--- src/verilog/board_pkg.sv ---
`default_nettype none

package board_pkg;

  // Board pin and register bus widths
  localparam int GPIO_W = 12;
  localparam int DATA_W = 12;
  localparam int ADDR_W = 3;
  localparam int UART_W = 8;

  // Serial bit period in clock cycles
  localparam int CLKS_PER_BIT = 8;

  // Reset stretch once both reset sources are released
  localparam int RST_HOLD_CYCLES = 16;

  // Counter widths derived from the timing constants
  localparam int BIT_CNT_W = $clog2(CLKS_PER_BIT);
  localparam int BIT_IDX_W = $clog2(UART_W);
  localparam int RST_CNT_W = $clog2(RST_HOLD_CYCLES);

  // Bit positions in the UART status word
  localparam int STAT_TX_BUSY    = 0;
  localparam int STAT_RX_VALID   = 1;
  localparam int STAT_RX_OVERRUN = 2;

  // Peripheral register map
  typedef enum logic [ADDR_W-1:0] {
    REG_GPIO_OUT  = 3'd0,
    REG_GPIO_DIR  = 3'd1,
    REG_GPIO_IN   = 3'd2,
    REG_UART_TX   = 3'd3,
    REG_UART_RX   = 3'd4,
    REG_UART_STAT = 3'd5
  } reg_addr_e;

  // Frame phases shared by transmitter and receiver
  typedef enum logic [1:0] {
    UART_IDLE,
    UART_START,
    UART_DATA,
    UART_STOP
  } uart_state_e;

endpackage

`default_nettype wire

--- src/verilog/board_top.sv ---
`timescale 1ns/1ns
`default_nettype none

module board_top (
  input  wire                          i_clk,
  input  wire                          i_arst_n,
  input  wire                          i_pll_lock,
  input  wire                          i_bus_wr,
  input  wire                          i_bus_rd,
  input  wire  [board_pkg::ADDR_W-1:0] i_bus_addr,
  input  wire  [board_pkg::DATA_W-1:0] i_bus_wdata,
  input  wire  [board_pkg::GPIO_W-1:0] i_gpio,
  input  wire                          i_uart_rd,
  output logic [board_pkg::DATA_W-1:0] o_bus_rdata,
  output logic                         o_bus_rvalid,
  output logic [board_pkg::GPIO_W-1:0] o_gpio,
  output logic [board_pkg::GPIO_W-1:0] o_gpio_oe,
  output logic                         o_uart_td
);

  logic                         w_rst_n;
  logic                         w_gpio_out_we;
  logic                         w_gpio_dir_we;
  logic                         w_tx_start;
  logic                         w_rx_ack;
  logic [board_pkg::DATA_W-1:0] w_wdata;
  logic [board_pkg::GPIO_W-1:0] w_gpio_out;
  logic [board_pkg::GPIO_W-1:0] w_gpio_dir;
  logic [board_pkg::GPIO_W-1:0] w_gpio_in;
  logic                         w_tx_busy;
  logic [board_pkg::UART_W-1:0] w_rx_data;
  logic                         w_rx_valid;
  logic                         w_rx_overrun;

  reset_gen u_reset_gen (
    .i_clk      (i_clk),
    .i_arst_n   (i_arst_n),
    .i_pll_lock (i_pll_lock),
    .o_rst_n    (w_rst_n)
  );

  gpio_ctrl u_gpio_ctrl (
    .i_clk     (i_clk),
    .i_rst_n   (w_rst_n),
    .i_out_we  (w_gpio_out_we),
    .i_dir_we  (w_gpio_dir_we),
    .i_wdata   (w_wdata),
    .i_gpio    (i_gpio),
    .o_gpio    (w_gpio_out),
    .o_gpio_oe (w_gpio_dir),
    .o_gpio_in (w_gpio_in)
  );

  // Transmitter takes the low byte of the bus word
  uart_tx u_uart_tx (
    .i_clk   (i_clk),
    .i_rst_n (w_rst_n),
    .i_start (w_tx_start),
    .i_data  (w_wdata[board_pkg::UART_W-1:0]),
    .o_td    (o_uart_td),
    .o_busy  (w_tx_busy)
  );

  uart_rx u_uart_rx (
    .i_clk     (i_clk),
    .i_rst_n   (w_rst_n),
    .i_rd      (i_uart_rd),
    .i_ack     (w_rx_ack),
    .o_data    (w_rx_data),
    .o_valid   (w_rx_valid),
    .o_overrun (w_rx_overrun)
  );

  periph_bus u_periph_bus (
    .i_clk         (i_clk),
    .i_rst_n       (w_rst_n),
    .i_wr          (i_bus_wr),
    .i_rd          (i_bus_rd),
    .i_addr        (i_bus_addr),
    .i_wdata       (i_bus_wdata),
    .i_gpio_out    (w_gpio_out),
    .i_gpio_dir    (w_gpio_dir),
    .i_gpio_in     (w_gpio_in),
    .i_tx_busy     (w_tx_busy),
    .i_rx_data     (w_rx_data),
    .i_rx_valid    (w_rx_valid),
    .i_rx_overrun  (w_rx_overrun),
    .o_gpio_out_we (w_gpio_out_we),
    .o_gpio_dir_we (w_gpio_dir_we),
    .o_tx_start    (w_tx_start),
    .o_rx_ack      (w_rx_ack),
    .o_wdata       (w_wdata),
    .o_rdata       (o_bus_rdata),
    .o_rvalid      (o_bus_rvalid)
  );

  assign o_gpio    = w_gpio_out;
  assign o_gpio_oe = w_gpio_dir;

endmodule

`default_nettype wire

--- src/verilog/gpio_ctrl.sv ---
`timescale 1ns/1ns
`default_nettype none

module gpio_ctrl (
  input  wire                          i_clk,
  input  wire                          i_rst_n,
  input  wire                          i_out_we,
  input  wire                          i_dir_we,
  input  wire  [board_pkg::DATA_W-1:0] i_wdata,
  input  wire  [board_pkg::GPIO_W-1:0] i_gpio,
  output logic [board_pkg::GPIO_W-1:0] o_gpio,
  output logic [board_pkg::GPIO_W-1:0] o_gpio_oe,
  output logic [board_pkg::GPIO_W-1:0] o_gpio_in
);

  logic [board_pkg::GPIO_W-1:0] r_out;
  logic [board_pkg::GPIO_W-1:0] r_dir;
  logic [board_pkg::GPIO_W-1:0] r_in_meta;
  logic [board_pkg::GPIO_W-1:0] r_in_sync;

  // Output and direction registers, a 1 in r_dir drives the pin
  always_ff @(posedge i_clk or negedge i_rst_n) begin
    if (!i_rst_n) begin
      r_out <= '0;
      r_dir <= '0;
    end else begin
      if (i_out_we) begin
        r_out <= i_wdata[board_pkg::GPIO_W-1:0];
      end
      if (i_dir_we) begin
        r_dir <= i_wdata[board_pkg::GPIO_W-1:0];
      end
    end
  end

  // Pins come from the board domain, two flops before use
  always_ff @(posedge i_clk or negedge i_rst_n) begin
    if (!i_rst_n) begin
      r_in_meta <= '0;
      r_in_sync <= '0;
    end else begin
      r_in_meta <= i_gpio;
      r_in_sync <= r_in_meta;
    end
  end

  assign o_gpio    = r_out;
  assign o_gpio_oe = r_dir;
  assign o_gpio_in = r_in_sync;

endmodule

`default_nettype wire

--- src/verilog/periph_bus.sv ---
`timescale 1ns/1ns
`default_nettype none

module periph_bus (
  input  wire                          i_clk,
  input  wire                          i_rst_n,
  input  wire                          i_wr,
  input  wire                          i_rd,
  input  wire  [board_pkg::ADDR_W-1:0] i_addr,
  input  wire  [board_pkg::DATA_W-1:0] i_wdata,
  input  wire  [board_pkg::GPIO_W-1:0] i_gpio_out,
  input  wire  [board_pkg::GPIO_W-1:0] i_gpio_dir,
  input  wire  [board_pkg::GPIO_W-1:0] i_gpio_in,
  input  wire                          i_tx_busy,
  input  wire  [board_pkg::UART_W-1:0] i_rx_data,
  input  wire                          i_rx_valid,
  input  wire                          i_rx_overrun,
  output logic                         o_gpio_out_we,
  output logic                         o_gpio_dir_we,
  output logic                         o_tx_start,
  output logic                         o_rx_ack,
  output logic [board_pkg::DATA_W-1:0] o_wdata,
  output logic [board_pkg::DATA_W-1:0] o_rdata,
  output logic                         o_rvalid
);

  board_pkg::reg_addr_e         w_addr;
  logic [board_pkg::DATA_W-1:0] w_rdata;
  logic [board_pkg::DATA_W-1:0] r_rdata;
  logic                         r_rvalid;

  // Addresses 6 and 7 match no case below
  assign w_addr = board_pkg::reg_addr_e'(i_addr);

  assign o_gpio_out_we = i_wr && (w_addr == board_pkg::REG_GPIO_OUT);
  assign o_gpio_dir_we = i_wr && (w_addr == board_pkg::REG_GPIO_DIR);
  assign o_tx_start    = i_wr && (w_addr == board_pkg::REG_UART_TX);
  // Reading the RX byte clears the flags on the edge that returns it
  assign o_rx_ack      = i_rd && (w_addr == board_pkg::REG_UART_RX);
  assign o_wdata       = i_wdata;

  always_comb begin
    w_rdata = '0;
    case (w_addr)
      board_pkg::REG_GPIO_OUT: w_rdata = i_gpio_out;
      board_pkg::REG_GPIO_DIR: w_rdata = i_gpio_dir;
      board_pkg::REG_GPIO_IN:  w_rdata = i_gpio_in;
      board_pkg::REG_UART_RX:  w_rdata[board_pkg::UART_W-1:0] = i_rx_data;
      board_pkg::REG_UART_STAT: begin
        w_rdata[board_pkg::STAT_TX_BUSY]    = i_tx_busy;
        w_rdata[board_pkg::STAT_RX_VALID]   = i_rx_valid;
        w_rdata[board_pkg::STAT_RX_OVERRUN] = i_rx_overrun;
      end
      default: w_rdata = '0;
    endcase
  end

  always_ff @(posedge i_clk) begin
    if (i_rd) begin
      r_rdata <= w_rdata;
    end
  end

  always_ff @(posedge i_clk or negedge i_rst_n) begin
    if (!i_rst_n) begin
      r_rvalid <= 1'b0;
    end else begin
      r_rvalid <= i_rd;
    end
  end

  assign o_rdata  = r_rdata;
  assign o_rvalid = r_rvalid;

endmodule

`default_nettype wire

--- src/verilog/reset_gen.sv ---
`timescale 1ns/1ns
`default_nettype none

module reset_gen (
  input  wire  i_clk,
  input  wire  i_arst_n,
  input  wire  i_pll_lock,
  output logic o_rst_n
);

  logic                            w_arst_n;
  logic [1:0]                      r_sync;
  logic [board_pkg::RST_CNT_W-1:0] r_hold_cnt;
  logic                            r_rst_n;

  // Either source pulls reset at once, lock loss included
  assign w_arst_n = i_arst_n & i_pll_lock;

  always_ff @(posedge i_clk or negedge w_arst_n) begin
    if (!w_arst_n) begin
      r_sync     <= '0;
      r_hold_cnt <= '0;
      r_rst_n    <= 1'b0;
    end else begin
      // Release passes through two flops first
      r_sync <= {r_sync[0], 1'b1};
      if (r_sync[1] && !r_rst_n) begin
        if (r_hold_cnt == board_pkg::RST_CNT_W'(board_pkg::RST_HOLD_CYCLES - 1)) begin
          r_rst_n <= 1'b1;
        end else begin
          r_hold_cnt <= r_hold_cnt + 1'b1;
        end
      end
    end
  end

  assign o_rst_n = r_rst_n;

endmodule

`default_nettype wire

--- src/verilog/uart_rx.sv ---
`timescale 1ns/1ns
`default_nettype none

module uart_rx (
  input  wire                          i_clk,
  input  wire                          i_rst_n,
  input  wire                          i_rd,
  input  wire                          i_ack,
  output logic [board_pkg::UART_W-1:0] o_data,
  output logic                         o_valid,
  output logic                         o_overrun
);

  board_pkg::uart_state_e          r_state;
  logic [2:0]                      r_sync;
  logic [board_pkg::BIT_CNT_W-1:0] r_cnt;
  logic [board_pkg::BIT_IDX_W-1:0] r_idx;
  logic [board_pkg::UART_W-1:0]    r_shift;
  logic                            w_line;
  logic                            w_fall;
  logic                            w_half;
  logic                            w_bit_end;
  logic                            w_done;

  // Line idles high, so the synchronizer comes out of reset at 1
  always_ff @(posedge i_clk or negedge i_rst_n) begin
    if (!i_rst_n) begin
      r_sync <= '1;
    end else begin
      r_sync <= {r_sync[1:0], i_rd};
    end
  end

  assign w_line    = r_sync[1];
  assign w_fall    = r_sync[2] & ~r_sync[1];
  assign w_half    = (r_cnt == board_pkg::BIT_CNT_W'(board_pkg::CLKS_PER_BIT / 2 - 1));
  assign w_bit_end = (r_cnt == board_pkg::BIT_CNT_W'(board_pkg::CLKS_PER_BIT - 1));
  // Frame counts only with a good stop bit
  assign w_done    = (r_state == board_pkg::UART_STOP) && w_bit_end && w_line;

  always_ff @(posedge i_clk or negedge i_rst_n) begin
    if (!i_rst_n) begin
      r_state <= board_pkg::UART_IDLE;
      r_cnt   <= '0;
      r_idx   <= '0;
    end else begin
      r_cnt <= r_cnt + 1'b1;
      case (r_state)
        board_pkg::UART_IDLE: begin
          r_cnt <= '0;
          if (w_fall) begin
            r_state <= board_pkg::UART_START;
          end
        end
        board_pkg::UART_START: begin
          if (w_half) begin
            r_cnt <= '0;
            r_idx <= '0;
            // Line back high at mid start is taken as a glitch
            r_state <= w_line ? board_pkg::UART_IDLE : board_pkg::UART_DATA;
          end
        end
        board_pkg::UART_DATA: begin
          if (w_bit_end) begin
            r_cnt <= '0;
            if (r_idx == board_pkg::BIT_IDX_W'(board_pkg::UART_W - 1)) begin
              r_state <= board_pkg::UART_STOP;
            end else begin
              r_idx <= r_idx + 1'b1;
            end
          end
        end
        board_pkg::UART_STOP: begin
          if (w_bit_end) begin
            r_cnt   <= '0;
            r_state <= board_pkg::UART_IDLE;
          end
        end
        default: r_state <= board_pkg::UART_IDLE;
      endcase
    end
  end

  // Bits arrive LSB first and enter from the top
  always_ff @(posedge i_clk) begin
    if (r_state == board_pkg::UART_DATA && w_bit_end) begin
      r_shift <= {w_line, r_shift[board_pkg::UART_W-1:1]};
    end
    if (w_done) begin
      o_data <= r_shift;
    end
  end

  // New byte wins over an ack on the same edge
  always_ff @(posedge i_clk or negedge i_rst_n) begin
    if (!i_rst_n) begin
      o_valid   <= 1'b0;
      o_overrun <= 1'b0;
    end else if (w_done) begin
      o_valid   <= 1'b1;
      o_overrun <= o_valid & ~i_ack;
    end else if (i_ack) begin
      o_valid   <= 1'b0;
      o_overrun <= 1'b0;
    end
  end

endmodule

`default_nettype wire

--- src/verilog/uart_tx.sv ---
`timescale 1ns/1ns
`default_nettype none

module uart_tx (
  input  wire                          i_clk,
  input  wire                          i_rst_n,
  input  wire                          i_start,
  input  wire  [board_pkg::UART_W-1:0] i_data,
  output logic                         o_td,
  output logic                         o_busy
);

  board_pkg::uart_state_e          r_state;
  logic [board_pkg::BIT_CNT_W-1:0] r_cnt;
  logic [board_pkg::BIT_IDX_W-1:0] r_idx;
  logic [board_pkg::UART_W-1:0]    r_shift;
  logic                            r_td;
  logic                            w_bit_end;
  logic                            w_load;

  assign w_bit_end = (r_cnt == board_pkg::BIT_CNT_W'(board_pkg::CLKS_PER_BIT - 1));
  // Start is only taken when idle, so a write while busy is lost
  assign w_load    = (r_state == board_pkg::UART_IDLE) && i_start;

  always_ff @(posedge i_clk or negedge i_rst_n) begin
    if (!i_rst_n) begin
      r_state <= board_pkg::UART_IDLE;
      r_cnt   <= '0;
      r_idx   <= '0;
      r_td    <= 1'b1;
    end else begin
      r_cnt <= w_bit_end ? '0 : r_cnt + 1'b1;
      case (r_state)
        board_pkg::UART_IDLE: begin
          r_cnt <= '0;
          if (i_start) begin
            r_state <= board_pkg::UART_START;
            r_td    <= 1'b0;
          end
        end
        board_pkg::UART_START: begin
          if (w_bit_end) begin
            r_state <= board_pkg::UART_DATA;
            r_idx   <= '0;
            r_td    <= r_shift[0];
          end
        end
        board_pkg::UART_DATA: begin
          if (w_bit_end) begin
            if (r_idx == board_pkg::BIT_IDX_W'(board_pkg::UART_W - 1)) begin
              r_state <= board_pkg::UART_STOP;
              r_td    <= 1'b1;
            end else begin
              r_idx <= r_idx + 1'b1;
              r_td  <= r_shift[1];
            end
          end
        end
        board_pkg::UART_STOP: begin
          if (w_bit_end) begin
            r_state <= board_pkg::UART_IDLE;
          end
        end
        default: r_state <= board_pkg::UART_IDLE;
      endcase
    end
  end

  // LSB first, next bit moves down at each data bit boundary
  always_ff @(posedge i_clk) begin
    if (w_load) begin
      r_shift <= i_data;
    end else if (r_state == board_pkg::UART_DATA && w_bit_end) begin
      r_shift <= r_shift >> 1;
    end
  end

  assign o_td   = r_td;
  assign o_busy = (r_state != board_pkg::UART_IDLE);

endmodule

`default_nettype wire
--- config.mk ---
export PLATFORM = sky130hd
export DESIGN_NAME = board_top
export DESIGN_NICKNAME = d
export VERILOG_FILES = /design/src/verilog/board_pkg.sv /design/src/verilog/board_top.sv /design/src/verilog/gpio_ctrl.sv /design/src/verilog/periph_bus.sv /design/src/verilog/reset_gen.sv /design/src/verilog/uart_rx.sv /design/src/verilog/uart_tx.sv
export SDC_FILE = /design/constraint.sdc
export NUM_CORES = 1
export LEC_CHECK = 0
export BUFFER_PORTS_ARGS = -buffer_cell sky130_fd_sc_hd__buf_4
export CORE_ASPECT_RATIO = 1.75
export CORE_MARGIN = 2
export CORE_UTILIZATION = 25
export CTS_CLUSTER_SIZE = 10
export DETAILED_ROUTE_END_ITERATION = 8
export PLACE_DENSITY = 0.49
export SLEW_MARGIN = 20
export SYNTH_ARGS = -nofsm -noshare
export SYNTH_HDL_FRONTEND = slang
export SYNTH_SLANG_ARGS = --single-unit
--- constraint.sdc ---
create_clock -name i_clk -period 2.3 [get_ports i_clk]
set_input_delay 0.23 -clock i_clk [delete_from_list [all_inputs] [get_ports i_clk]]
set_output_delay 0.23 -clock i_clk [all_outputs]
set_load 0.1 [all_outputs]
==> results by group, run 1 <==
Critical path
  – Buf+Inv Stages, Crit Path: 2
  – Critical path class: flop to flop
  – Critical path data arrival time: around 2100 ps
  – Largest delay share family, worst path: simple AND/OR/NAND/NOR gates
  – CP Data Required Time: ~2400 ps
  – R2R depth: 5
  – CP max-delay cell: dfrtp_1
  – Crit end category: flop
  – CP max stage delay: around 430 ps
  – Worst reg2reg startpoint: u_uart_tx.r_state[0]
  – CP Launch Point: u_uart_tx.r_state[0]
  – R2R Setup Slk: about 270 ps
  – RR Endpoint: u_uart_tx.r_shift[6]
  – Most common cell on crit path: inv_1
  – CP endpoint: u_uart_tx.r_shift[6]
  – Worst-path cell chain: inv_1 > ha_1 > inv_1 > or2_1 > nand2_1
  – Stages on worst setup path: 5
  – Crit path launch type: flop
  – Crit-path max FO: 9

Global routing
  – Total track usage: 11.4%
  – Vias in the first global route: 3090
  – Initial antenna violation count: 0
  – First-pass GRT wire length: roughly 17000 um
  – GRT Residual Overflow: 0
  – Largest net degree at the start of global routing: 43

Worst hold path
  – Hold Path Class: input pin to flop
  – Hold Path Origin: i_bus_wdata[10]

Yosys
  – Mapped cell area: 0.00463 mm^2
  – Seq/Total Area, Yosys: between 60% and 70%
  – Synth Flop Type: dfrtp_1
  – Post-synth cell types: 42
  – Syn Nets: around 380
  – Synth Warn #: 0
  – Post-synth EDFFs: 36
  – Syn avg cell area: 14.3 um^2
  – Asr flop ratio synth: around 68%
  – Post-Syn Instances: about 320
  – Register bit count reported by yosys: roughly 110

Clocking
  – Clock slew at reported path FFs: 50 ps
  – CTS H-tree lvls: 4
  – CTS root buf: clkbuf_16
  – Post-CTS setup buffer count: 0
  – Total CTS buffers: 17
  – CTS max path bufs: 2
  – CTS tree: done
  – Clock Sinks: between 100 and 150
  – Hold buffer count at cts: 15
  – Post-cts gate resize count: 0
  – Worst-Skew Late Latency: ~410 ps

Detailed routing
  – Vias per cell: 4.26
  – Initial DRC count: 100
  – Post-route ant nets: 0
  – Drt pass-1 iters: 4
  – Wire length per cell: roughly 16 um
  – Drt total wl: approximately 10000 um
  – Vias: roughly 2800
  – Residual DRC: 0

Cells and area
  – Commonest non-fill, non-tap cell in the layout: buf_4
  – Area Overhead vs Synth: 33.3%
  – Fillers: between 1500 and 2000
  – NumNets Final: roughly 470
  – Most frequent cells in the layout: buf_4 (76), dfrtp_1 (73), edfxtp_1 (36), mux2_2 (28), nor2_1 (27)
  – Share of post-route cells with drive strength above 1: between 30% and 40%
  – Antenna fix cells: 0

Timing
  – Ratio of final minimum period to clock period: a little under 90%
  – Worst-Margin Slew: 570 ps
  – Min Tclk post-route: about 2000 ps
  – Worst slew margin: 62.0%
  – Final setup violation count: 0
  – Hold Violations, Final: 0
  – Max frequency: between 400 and 500 MHz
  – Setup_tns: 0 ps
  – Unrepaired setup endpoints after global routing: false
  – Slew Limit Fails: 0
  – Setup Skew: 10.7 ps

Placed design
  – Hpwl dp: between 7000 and 8000 um
  – Port bufs: 70
  – GP Congestion: approximately 0.75

Floorplanning
  – Die area: 0.0197 mm^2
  – Num ports: about 70
  – Row count: 65
  – Die height: ~180 um
  – Starting Density: 25.5%
  – Die X: 107 um
  – Core area: about 0.018 mm^2

Power
  – Worst vdd ir: about 0.00051 V
  – Overall Power: between 7000 and 8000 uW
  – Power Density: 1210 mW/mm^2
  – Lkg Pwr: ~0.0027 uW

Flow run
  – Max Cap Viol: 0

Run status
  – Outcome: finished clean
## registers in the layout, summed over array words and instances, names as in the netlist, 4 cells and up, named ones only
register / count
u_gpio_ctrl.o_gpio: 12
u_uart_tx.r_shift: 8
u_gpio_ctrl.r_in_meta: 12
u_uart_rx.o_data: 8
u_gpio_ctrl.o_gpio_oe: 12
u_periph_bus.o_rdata: 12
u_uart_rx.r_shift: 8
u_gpio_ctrl.o_gpio_in: 12
u_reset_gen.r_hold_cnt: 4
## worst register-to-register path, stage by stage (launching register included)
cell and delay (ps):
dfrtp_1 430, inv_1 130, ha_1 310, inv_1 60, or2_1 410, nand2_1 360
## how the worst min path moves through the flow
stage | to | slack [ps] | cells past startpoint
finish | u_gpio_ctrl.o_gpio_oe[10] | 70 | 2
global route | u_gpio_ctrl.o_gpio_oe[10] | 50 | 2
CTS | u_gpio_ctrl.o_gpio_oe[10] | 50 | 2
detailed placement | u_reset_gen.r_sync[0] | 230 | 2
global placement | u_reset_gen.r_sync[0] | 220 | 2
floorplan | u_reset_gen.r_hold_cnt[0] | 110 | 1
## routing by layer
layer / global-route usage (%) / share of wire, % / up-vias
li1: - / - / 1350
met1: 11.9 / 37 / 1439
met2: 20.6 / 57 / 45
met3: 3.36 / 3.3 / 14
met4: 5.71 / 2.3 / 0
met5: 0 / 0 / -
## synth_stat cells (all sizes together), types with 2 or more instances
cell type,number,area (um^2)
a21oi,15,75.1
a22o,7,61.3
a22oi,3,22.5
buf,11,72.6
clkbuf,2,7.51
dfrtp,74,1850
dfstp,4,105
edfxtp,36,1080
ha,18,225
inv,10,37.5
mux2,36,432
mux2i,14,140
nand2,20,75.1
nand2b,2,12.5
nand3,3,15.0
nor2,27,101
nor2b,10,62.6
nor3,3,25.0
nor3b,2,15.0
o21ai,7,35.0
o31ai,2,15.0
o32ai,3,26.3
## power breakdown
group | internal (uW) | switching, uW
sequential | 2360 | 265
combinational | 629 | 1570
clock | 1700 | 928
total | 4700 | 2770
## cell type report
| type | count | area, um^2 | share of cell area, % |
|---|---|---|---|
| inverters | 10 | 37.5 | 0.608 |
| multi-input cells | 187 | 1480 | 23.9 |
| repair buffers | 91 | 721 | 11.7 |
| flip-flops and latches | 114 | 3040 | 49.2 |
| clock inverters | 11 | 93.8 | 1.52 |
| clock buffers | 21 | 514 | 8.33 |
| well taps | 234 | 293 | 4.74 |
## logic make-up after synthesis
kind of cell               share of synthesized area, %
muxes                                              12.3
and+or+nand+nor                                    7.97
AOI/OAI and AO/OA                                  6.27
xor gates and xnor gates                          0.378
buffers and inverters                              2.54
adders and majority gates                          4.86
other                                            0.0809
DFF                                                65.6
## per-stage QoR
stage | hold WS, ps | cells | setup WS [ps] | util, % | instance area (um^2)
finish | 67.3 | 668 | 273 | 34.1 | 6180
global route | 54.2 | 668 | 104 | 34.1 | 6180
CTS | 48.2 | 668 | 236 | 34.1 | 6180
detailed placement | 226 | 621 | 251 | 29.9 | 5420
global placement | 222 | 621 | 383 | 29.9 | 5420
floorplan | 110 | 324 | 341 | - | 4630
No activity file was read; power rests on OpenSTA's default activity.
==> inputs of run 2 (changes only) <==
--- a/config.mk
+++ b/config.mk
@@ -7,9 +7,10 @@
 export LEC_CHECK = 0
 export BUFFER_PORTS_ARGS = -buffer_cell sky130_fd_sc_hd__buf_4
-export CORE_ASPECT_RATIO = 1.75
+export CORE_ASPECT_RATIO = 0.5
 export CORE_MARGIN = 2
 export CORE_UTILIZATION = 25
 export CTS_CLUSTER_SIZE = 10
 export DETAILED_ROUTE_END_ITERATION = 8
+export GPL_TIMING_DRIVEN = 0
 export PLACE_DENSITY = 0.49
 export SLEW_MARGIN = 20
==> constraint.sdc (replaced) <==
create_clock -name i_clk -period 2.3 [get_ports i_clk]
set_input_delay 0.23 -clock i_clk [delete_from_list [all_inputs] [get_ports i_clk]]
set_output_delay 0.23 -clock i_clk [all_outputs]
set_load 0.005 [all_outputs]
==> run 2 against run 1 <==
Net effect: sequential power increased by 2%; total power decreased by 12%; global-route usage decreased by 0.95 points; register-to-register slack improved by 70 ps; flip-flop and latch count unchanged; setup slack improved by 73 ps.
==> results by group, run 2 (same netlist as run 1, synthesis figures left out) <==
Timing
  – Worst slew margin: 58.9% (-3.1 points)
  – Setup Skew: 20.1 ps (+9.47 ps)
  – Max frequency: 512 MHz (+3.8%)
  – Worst setup margin: 346 ps (+73.3 ps)
  – Worst-Margin Slew: 613 ps (+43.6 ps)
  – Setup_tns: 0 ps (unchanged)
  – Hold Violations, Final: 0 (unchanged)
  – Unrepaired setup endpoints after global routing: false
  – Min Tclk post-route: 1950 ps (-73.3 ps)
  – Slew Limit Fails: 0 (unchanged)
  – Final setup violation count: 0 (unchanged)
  – Ratio of final minimum period to clock period: 85.0% (-3.2 points)

Global routing
  – Grt met3 use: 3.09% (-0.27 points)
  – Largest net degree at the start of global routing: 43 (unchanged)
  – M2 GR Usage: 17.1% (-3.6 points)
  – Global route hottest layer: met2
  – Routing usage on met1: 13.2% (+1.4 points)
  – Initial antenna violation count: 0 (unchanged)
  – Vias in the first global route: 2862 (-7.4%)
  – GRT Residual Overflow: 0 (unchanged)
  – First-pass GRT wire length: 15400 um (-7.3%)
  – Total track usage: 10.5% (-0.95 points)

Cells and area
  – Post-Layout Cell Count: 682 (+2.1%)
  – Area Overhead vs Synth: 34.8%
  – Multi-input logic area: 0.00148 mm^2 (+0.34%)
  – Antenna fix cells: 0 (unchanged)
  – Commonest non-fill, non-tap cell in the layout: dfrtp_1
  – Share of post-route cells with drive strength above 1: 35.7% (+0.49 points)
  – NumNets Final: 480 (+1.7%)
  – Most frequent cells in the layout: dfrtp_1 (73), buf_4 (72), edfxtp_1 (36), mux2_2 (28), nor2_1 (27)
  – Register area: 0.00304 mm^2 (about the same)
  – Fillers: 1740 (-3.5%)

Detailed routing
  – Initial DRC count: 125 (+25%)
  – Wire length per cell: 14.3 um (-8.8%)
  – Drt pass-1 iters: 4 (unchanged)
  – Post-route ant nets: 0 (unchanged)
  – Residual DRC: 0 (unchanged)
  – Vias: 2806 (-1.5%)
  – Vias per cell: 4.11 (-3.5%)
  – Drt total wl: 9730 um (-6.9%)

Placed design
  – Port bufs: 70 (unchanged)
  – Hpwl dp: 6760 um (-11%)
  – Placed cell count: 635 (+2.3%)
  – GP Congestion: 0.718 (-3.8%)
  – Pre-CTS WS: 349 ps (+97.6 ps)

Critical path
  – R2R depth: 6 (+1)
  – Buf+Inv Stages, Crit Path: 3 (+1)
  – CP max-delay cell: dfrtp_1
  – Worst-path cell chain: inv_1 > ha_1 > inv_1 > or2_1 > buf_6 > nand2_1
  – Most common cell on crit path: inv_1
  – Crit path launch type: flop
  – CP Data Required Time: 2360 ps (about the same)
  – CP max stage delay: 430 ps (about the same)
  – Critical path data arrival time: 2010 ps (-90 ps)
  – R2R Setup Slk: 350 ps (+70 ps)
  – Crit-path max FO: 9 (unchanged)
  – CP Launch Point: u_uart_tx.r_state[0]
  – Stages on worst setup path: 6 (+1)
  – Crit end category: flop
  – Largest delay share family, worst path: simple AND/OR/NAND/NOR gates
  – Worst reg2reg startpoint: u_uart_tx.r_state[0]
  – CP endpoint: u_uart_tx.r_shift[5]
  – RR Endpoint: u_uart_tx.r_shift[5]
  – Critical path class: flop to flop

Floorplanning
  – Die X: 197 um (+84%)
  – Row count: 35 (-46%)
  – Core area: 0.0183 mm^2 (+0.69%)
  – Starting Density: 25.4% (-0.18 points)
  – Die height: 100 um (-46%)
  – Die area: 0.0197 mm^2 (+0.11%)
  – Num ports: 71 (unchanged)

Flow run
  – Max Cap Viol: 0 (unchanged)

Clocking
  – Clock Sinks: 114 (unchanged)
  – CTS tree: done
  – Post-cts gate resize count: 0 (unchanged)
  – CTS max path bufs: 2 (unchanged)
  – Clock slew at reported path FFs: 60 ps (about the same)
  – CTS root buf: clkbuf_16
  – Total CTS buffers: 17 (unchanged)
  – Worst-Skew Late Latency: 410 ps (about the same)
  – CTS H-tree lvls: 4 (unchanged)

Power
  – Worst vdd ir: 0.000428 V (-16%)
  – Power Density: 1050 mW/mm^2 (-13%)
  – Lkg Pwr: 0.00272 uW (+1.1%)

Run status
  – Outcome: finished clean

Worst hold path
  – Hold Path Class: input pin to flop
-- run 2: cell count changes in the layout (fill, tap and decap cells not counted), sizes merged --
cell and change:
clkinv -1, clkbuf +3, buf +6
-- run 2: what timing repair did --
action / CTS / global route
endpoints found under the hold margin: 20 / 0
hold buffers: 15 / 0
buffers inserted: 0 / 0
-- run 2: metal layers --
layer  part of all wire (%)  up-vias
met5                      0        -
met4                    1.1        0
met3                    2.2        8
met2                     50       25
met1                     46     1407
li1                       -     1366
-- run 2: worst min path at each step --
| stage | start | depth (start not counted) | slack, ps | endpoint |
|---|---|---|---|---|
| global placement | i_pll_lock | 2 | 240 | u_reset_gen.r_sync[0] |
| global route | i_bus_wdata[8] | 2 | 60 | u_gpio_ctrl.o_gpio[8] |
| CTS | i_bus_wdata[9] | 2 | 50 | u_gpio_ctrl.o_gpio[9] |
| floorplan | i_pll_lock | 1 | 110 | u_reset_gen.r_hold_cnt[0] |
| detailed placement | i_pll_lock | 2 | 240 | u_reset_gen.r_sync[0] |
| finish | i_bus_wdata[8] | 2 | 70 | u_gpio_ctrl.o_gpio[8] |
-- run 2: cell type report --
type / instances / share of cell area (%)
Tap cell: 240 / 4.81
Buffer: 13 / 1.28
Timing Repair Buffer: 86 / 11.3
Inverter: 10 / 0.601
Sequential cell: 114 / 48.7
Clock inverter: 10 / 1.48
Clock buffer: 22 / 8.13
Multi-Input combinational cell: 187 / 23.7
-- run 2: power breakdown --
part | switching (uW) | internal (uW)
logic | 641 | 655
clock network | 913 | 1680
registers | 299 | 2370
total | 1850 | 4710
-- run 2: stage by stage --
step	area [um^2]	util [%]	total power (uW)	hold WS, ps
finish	6250	34.2	6560	70.1
global route	6250	34.2	6960	60.1
CTS	6250	34.2	6680	50.1
detailed placement	5500	30.1	4040	243
global placement	5460	29.9	3950	239
floorplan	4630	-	3440	110
==> inputs of run 3 (changes only) <==
- ABC_AREA: default -> 1
- PLACE_DENSITY: 0.49 -> 0.48
- clock period: 2.3 -> 1.8 ns (I/O delays scaled with it)
==> run 3 against run 2 <==
Net effect: final cell count grew 13%; via count grew 12%; non-clock buffer count shrank 4; hold slack lost 31 ps; maximum frequency grew 20%; flip-flop and latch count is the same; global-route usage grew 0.94 points; critical path type unchanged; largest power group unchanged; highest routed layer unchanged.
==> results by group, run 3 <==
Run status
  – Outcome: finished clean

Critical path
  – CP max-delay cell: dfrtp_1
  – Crit end category: flop
  – Crit-path max FO: 10 (+1)
  – Largest delay share family, worst path: flip-flops
  – Critical path class: flop to flop
  – Critical path data arrival time: 1730 ps (-280 ps)
  – Crit path launch type: flop
  – Worst-path cell chain: inv_1 > ha_2 > nand2b_4 > buf_6 > nand2_2
  – CP Data Required Time: 1900 ps (-460 ps)
  – Buf+Inv Stages, Crit Path: 2 (-1)
  – CP max stage delay: 440 ps (about the same)

Cells and area
  – Final instance area: 0.00619 mm^2 (-0.92%)
  – Antenna fix cells: 0 (unchanged)
  – Fillers: 1790 (+2.9%)
  – Register area: 0.00304 mm^2 (unchanged)
  – Most frequent cells in the layout: nand2_1 (124), dfrtp_1 (73), buf_4 (71), inv_1 (40), edfxtp_1 (36)
  – Share of post-route cells with drive strength above 1: 26.1% (-9.6 points)
  – Core Util, Final: 35.1% (+0.85 points)
  – Multi-input logic area: 0.00134 mm^2 (-9.6%)
  – Commonest non-fill, non-tap cell in the layout: nand2_1
  – Area Overhead vs Synth: 35.0%
  – NumNets Final: 574 (+20%)

Placed design
  – DP Area: 0.00544 mm^2 (-1.1%)
  – GP Congestion: 0.715 (-0.40%)
  – Pre-CTS WS: -55.9 ps (-405 ps)
  – Hpwl dp: 7120 um (+5.4%)
  – Port bufs: 70 (unchanged)

Global routing
  – First-pass GRT wire length: 16800 um (+8.6%)
  – Initial antenna violation count: 0 (unchanged)
  – Vias in the first global route: 3215 (+12%)
  – GRT Residual Overflow: 0 (unchanged)
  – Largest net degree at the start of global routing: 48 (+12%)
  – Total track usage: 11.4% (+0.94 points)

Clocking
  – Clock Sinks: 114 (unchanged)
  – Clock slew at reported path FFs: 50 ps (about the same)
  – CTS root buf: clkbuf_16
  – CTS tree: done
  – CTS max path bufs: 2 (unchanged)
  – CTS H-tree lvls: 4 (unchanged)
  – Worst-Skew Late Latency: 410 ps (about the same)
  – Total CTS buffers: 17 (unchanged)
  – Post-CTS setup buffer count: 0 (unchanged)

Yosys
  – Mapped cell area: 0.00459 mm^2 (-1.0%)
  – Post-synth EDFFs: 36 (unchanged)
  – Asr flop ratio synth: 68.4% (unchanged)
  – Synth Flop Type: dfrtp_1
  – Post-Syn Instances: 418 (+29%)
  – Leading area contributor after synthesis: dfrtp_1
  – Seq/Total Area, Yosys: 66.2% (+0.68 points)
  – Syn Nets: 469 (+25%)
  – Most common cell in the netlist: nand2_1
  – Post-synth cell types: 30 (-29%)
  – Syn avg cell area: 11.0 um^2 (-23%)
  – Post-synth top cells: nand2_1 (125), dfrtp_1 (74), inv_1 (40), edfxtp_1 (36), o21ai_1 (24)
  – Register bit count reported by yosys: 114 (unchanged)
  – Top cell type's share of synthesized area: 40.4% (+0.41 points)
  – Synth top area cells: dfrtp_1 (40%), edfxtp_1 (24%), nand2_1 (10%)
  – Synth Warn #: 0 (unchanged)

Timing
  – Ratio of final minimum period to clock period: 90.6% (+5.6 points)
  – Final setup violation count: 0 (unchanged)
  – Setup Skew: 8.23 ps (-11.9 ps)
  – Worst setup margin: 169 ps (-177 ps)
  – Min Tclk post-route: 1630 ps (-323 ps)
  – Unrepaired setup endpoints after global routing: false
  – Max frequency: 613 MHz (+20%)
  – Hold Violations, Final: 0 (unchanged)
  – Slew Limit Fails: 0 (unchanged)

Power
  – Sw Ratio: 30.7% (+2.5 points)
  – Int Pwr: 5940 uW (+26%)
  – Combinational share of power: 20.8% (+1.0 points)
  – Clock power share: 39.5% (about the same)
  – Power Density: 1380 mW/mm^2 (+32%)
  – Overall Power: 8570 uW (+31%)
  – Net Sw Power: 2630 uW (+42%)
  – Lkg Pwr: 0.00287 uW (+5.5%)
  – Worst vdd ir: 0.000687 V (+60%)
  – Flop pwr share: 39.8% (-0.9 points)

Floorplanning
  – Starting Density: 26.0% (+0.60 points)
  – Core area: 0.0177 mm^2 (-3.3%)
  – Die X: 196 um (-0.50%)
  – Die area: 0.0195 mm^2 (-1.0%)
  – Row count: 34 (-2.9%)
  – Die height: 99.8 um (-0.49%)
  – Num ports: 71 (unchanged)

Detailed routing
  – Initial DRC count: 148 (+18%)
  – Residual DRC: 0 (unchanged)
  – Vias per cell: 4.10 (-0.41%)
  – Vias: 3155 (+12%)
  – Drt pass-1 iters: 5 (+1)
  – Post-route ant nets: 0 (unchanged)
  – Wire length per cell: 13.3 um (-6.5%)
  – Drt total wl: 10300 um (+5.5%)

Flow run
  – Max Cap Viol: 0 (unchanged)

Worst hold path
  – Hold Path Class: input pin to flop
run 3: cell types whose count changed in the layout (fill, tap and decap cells not counted), moves of 14 or more:
cell,delta
nand3_1,+19
o21ai_1,+24
nand2_1,+104
mux2i_1,-14
inv_1,+30
mux2_2,-28
run 3: power groups by stage:
| stage | Clock (uW) | Combinational [uW] | Sequential, uW |
|---|---|---|---|
| 3_3_place_gp | 0 | 1470 | 3660 |
| 5_1_grt | 3600 | 2080 | 3490 |
| 2_1_floorplan | 0 | 990 | 3500 |
| 6_report | 3380 | 1780 | 3410 |
| 3_5_place_dp | 0 | 1800 | 3470 |
| 4_1_cts | 3470 | 1830 | 3430 |
run 3: worst paths after layout:
| kind | startpoint | endpoint | slack, ps | cells after the start |
|---|---|---|---|---|
| setup reg to reg | u_uart_tx.r_state[0] | u_uart_tx.r_shift[6] | 170 | 5 |
| hold reg to reg | u_reset_gen.o_rst_n | u_gpio_ctrl.r_in_meta[8] | 250 | 0 |
| setup / recovery | u_uart_tx.r_state[0] | u_uart_tx.r_shift[6] | 170 | 5 |
| max in group asynchronous | i_pll_lock | u_reset_gen.o_rst_n | 740 | 5 |
| hold / removal | i_bus_rd | u_periph_bus.o_rvalid | 40 | 1 |
| min in group asynchronous | u_reset_gen.o_rst_n | u_gpio_ctrl.r_in_meta[8] | 250 | 0 |
run 3: worst register-to-register path: cells and delay by family (launching register included):
family | cells | cell delay (ps)
buffers and inverters | 2 | 300
adder cells (fa/ha/maj) | 1 | 300
AND/OR/NAND/NOR | 2 | 290
flip-flops | 1 | 440
run 3: final cells by class:
cell class | count | share of cell area, %
Sequential cell | 114 | 49.2
Multi-Input combinational cell | 252 | 21.7
Timing Repair Buffer | 86 | 11.4
Clock buffer | 19 | 7.00
Tap cell | 234 | 4.73
Clock inverter | 13 | 2.63
Inverter | 43 | 2.61
Buffer | 9 | 0.869
run 3: timing repair:
item	in CTS	in global routing
endpoints found under the setup margin	8	11
hold buffers	15	0
gates cloned	0	0
resized for setup	1	2
hold endpoints to repair	20	0
run 3: through the flow:
stage          setup TNS [ps]  hold slack [ps]  std cells
2_1_floorplan               0             20.8        418
3_3_place_gp            -4840              144        722
3_5_place_dp             -446              148        723
4_1_cts                     0             26.6        770
5_1_grt                     0             33.8        770
6_report                    0             38.7        770
run 3: cells by family (layout without fill, tap and decap cells):
group                    count (synthesis)  in the layout  share of synthesized area (%)
AND/OR/NAND/NOR                        185            185                           17.8
other                                    1              1                         0.0818
flip-flops                             114            114                           66.2
AO/OA/AOI/OAI                           46             46                           5.84
buffers and inverters                   52            170                           4.69
XOR/XNOR                                 2              2                          0.382
adder cells (fa/ha/maj)                 18             18                           4.91
run 3: layer usage:
layer | part of all wire, % | track usage, %
met3 | 3.9 | 3.29
met5 | 0 | 0
met1 | 46 | 14.3
met4 | 1.9 | 5.40
met2 | 48 | 18.5
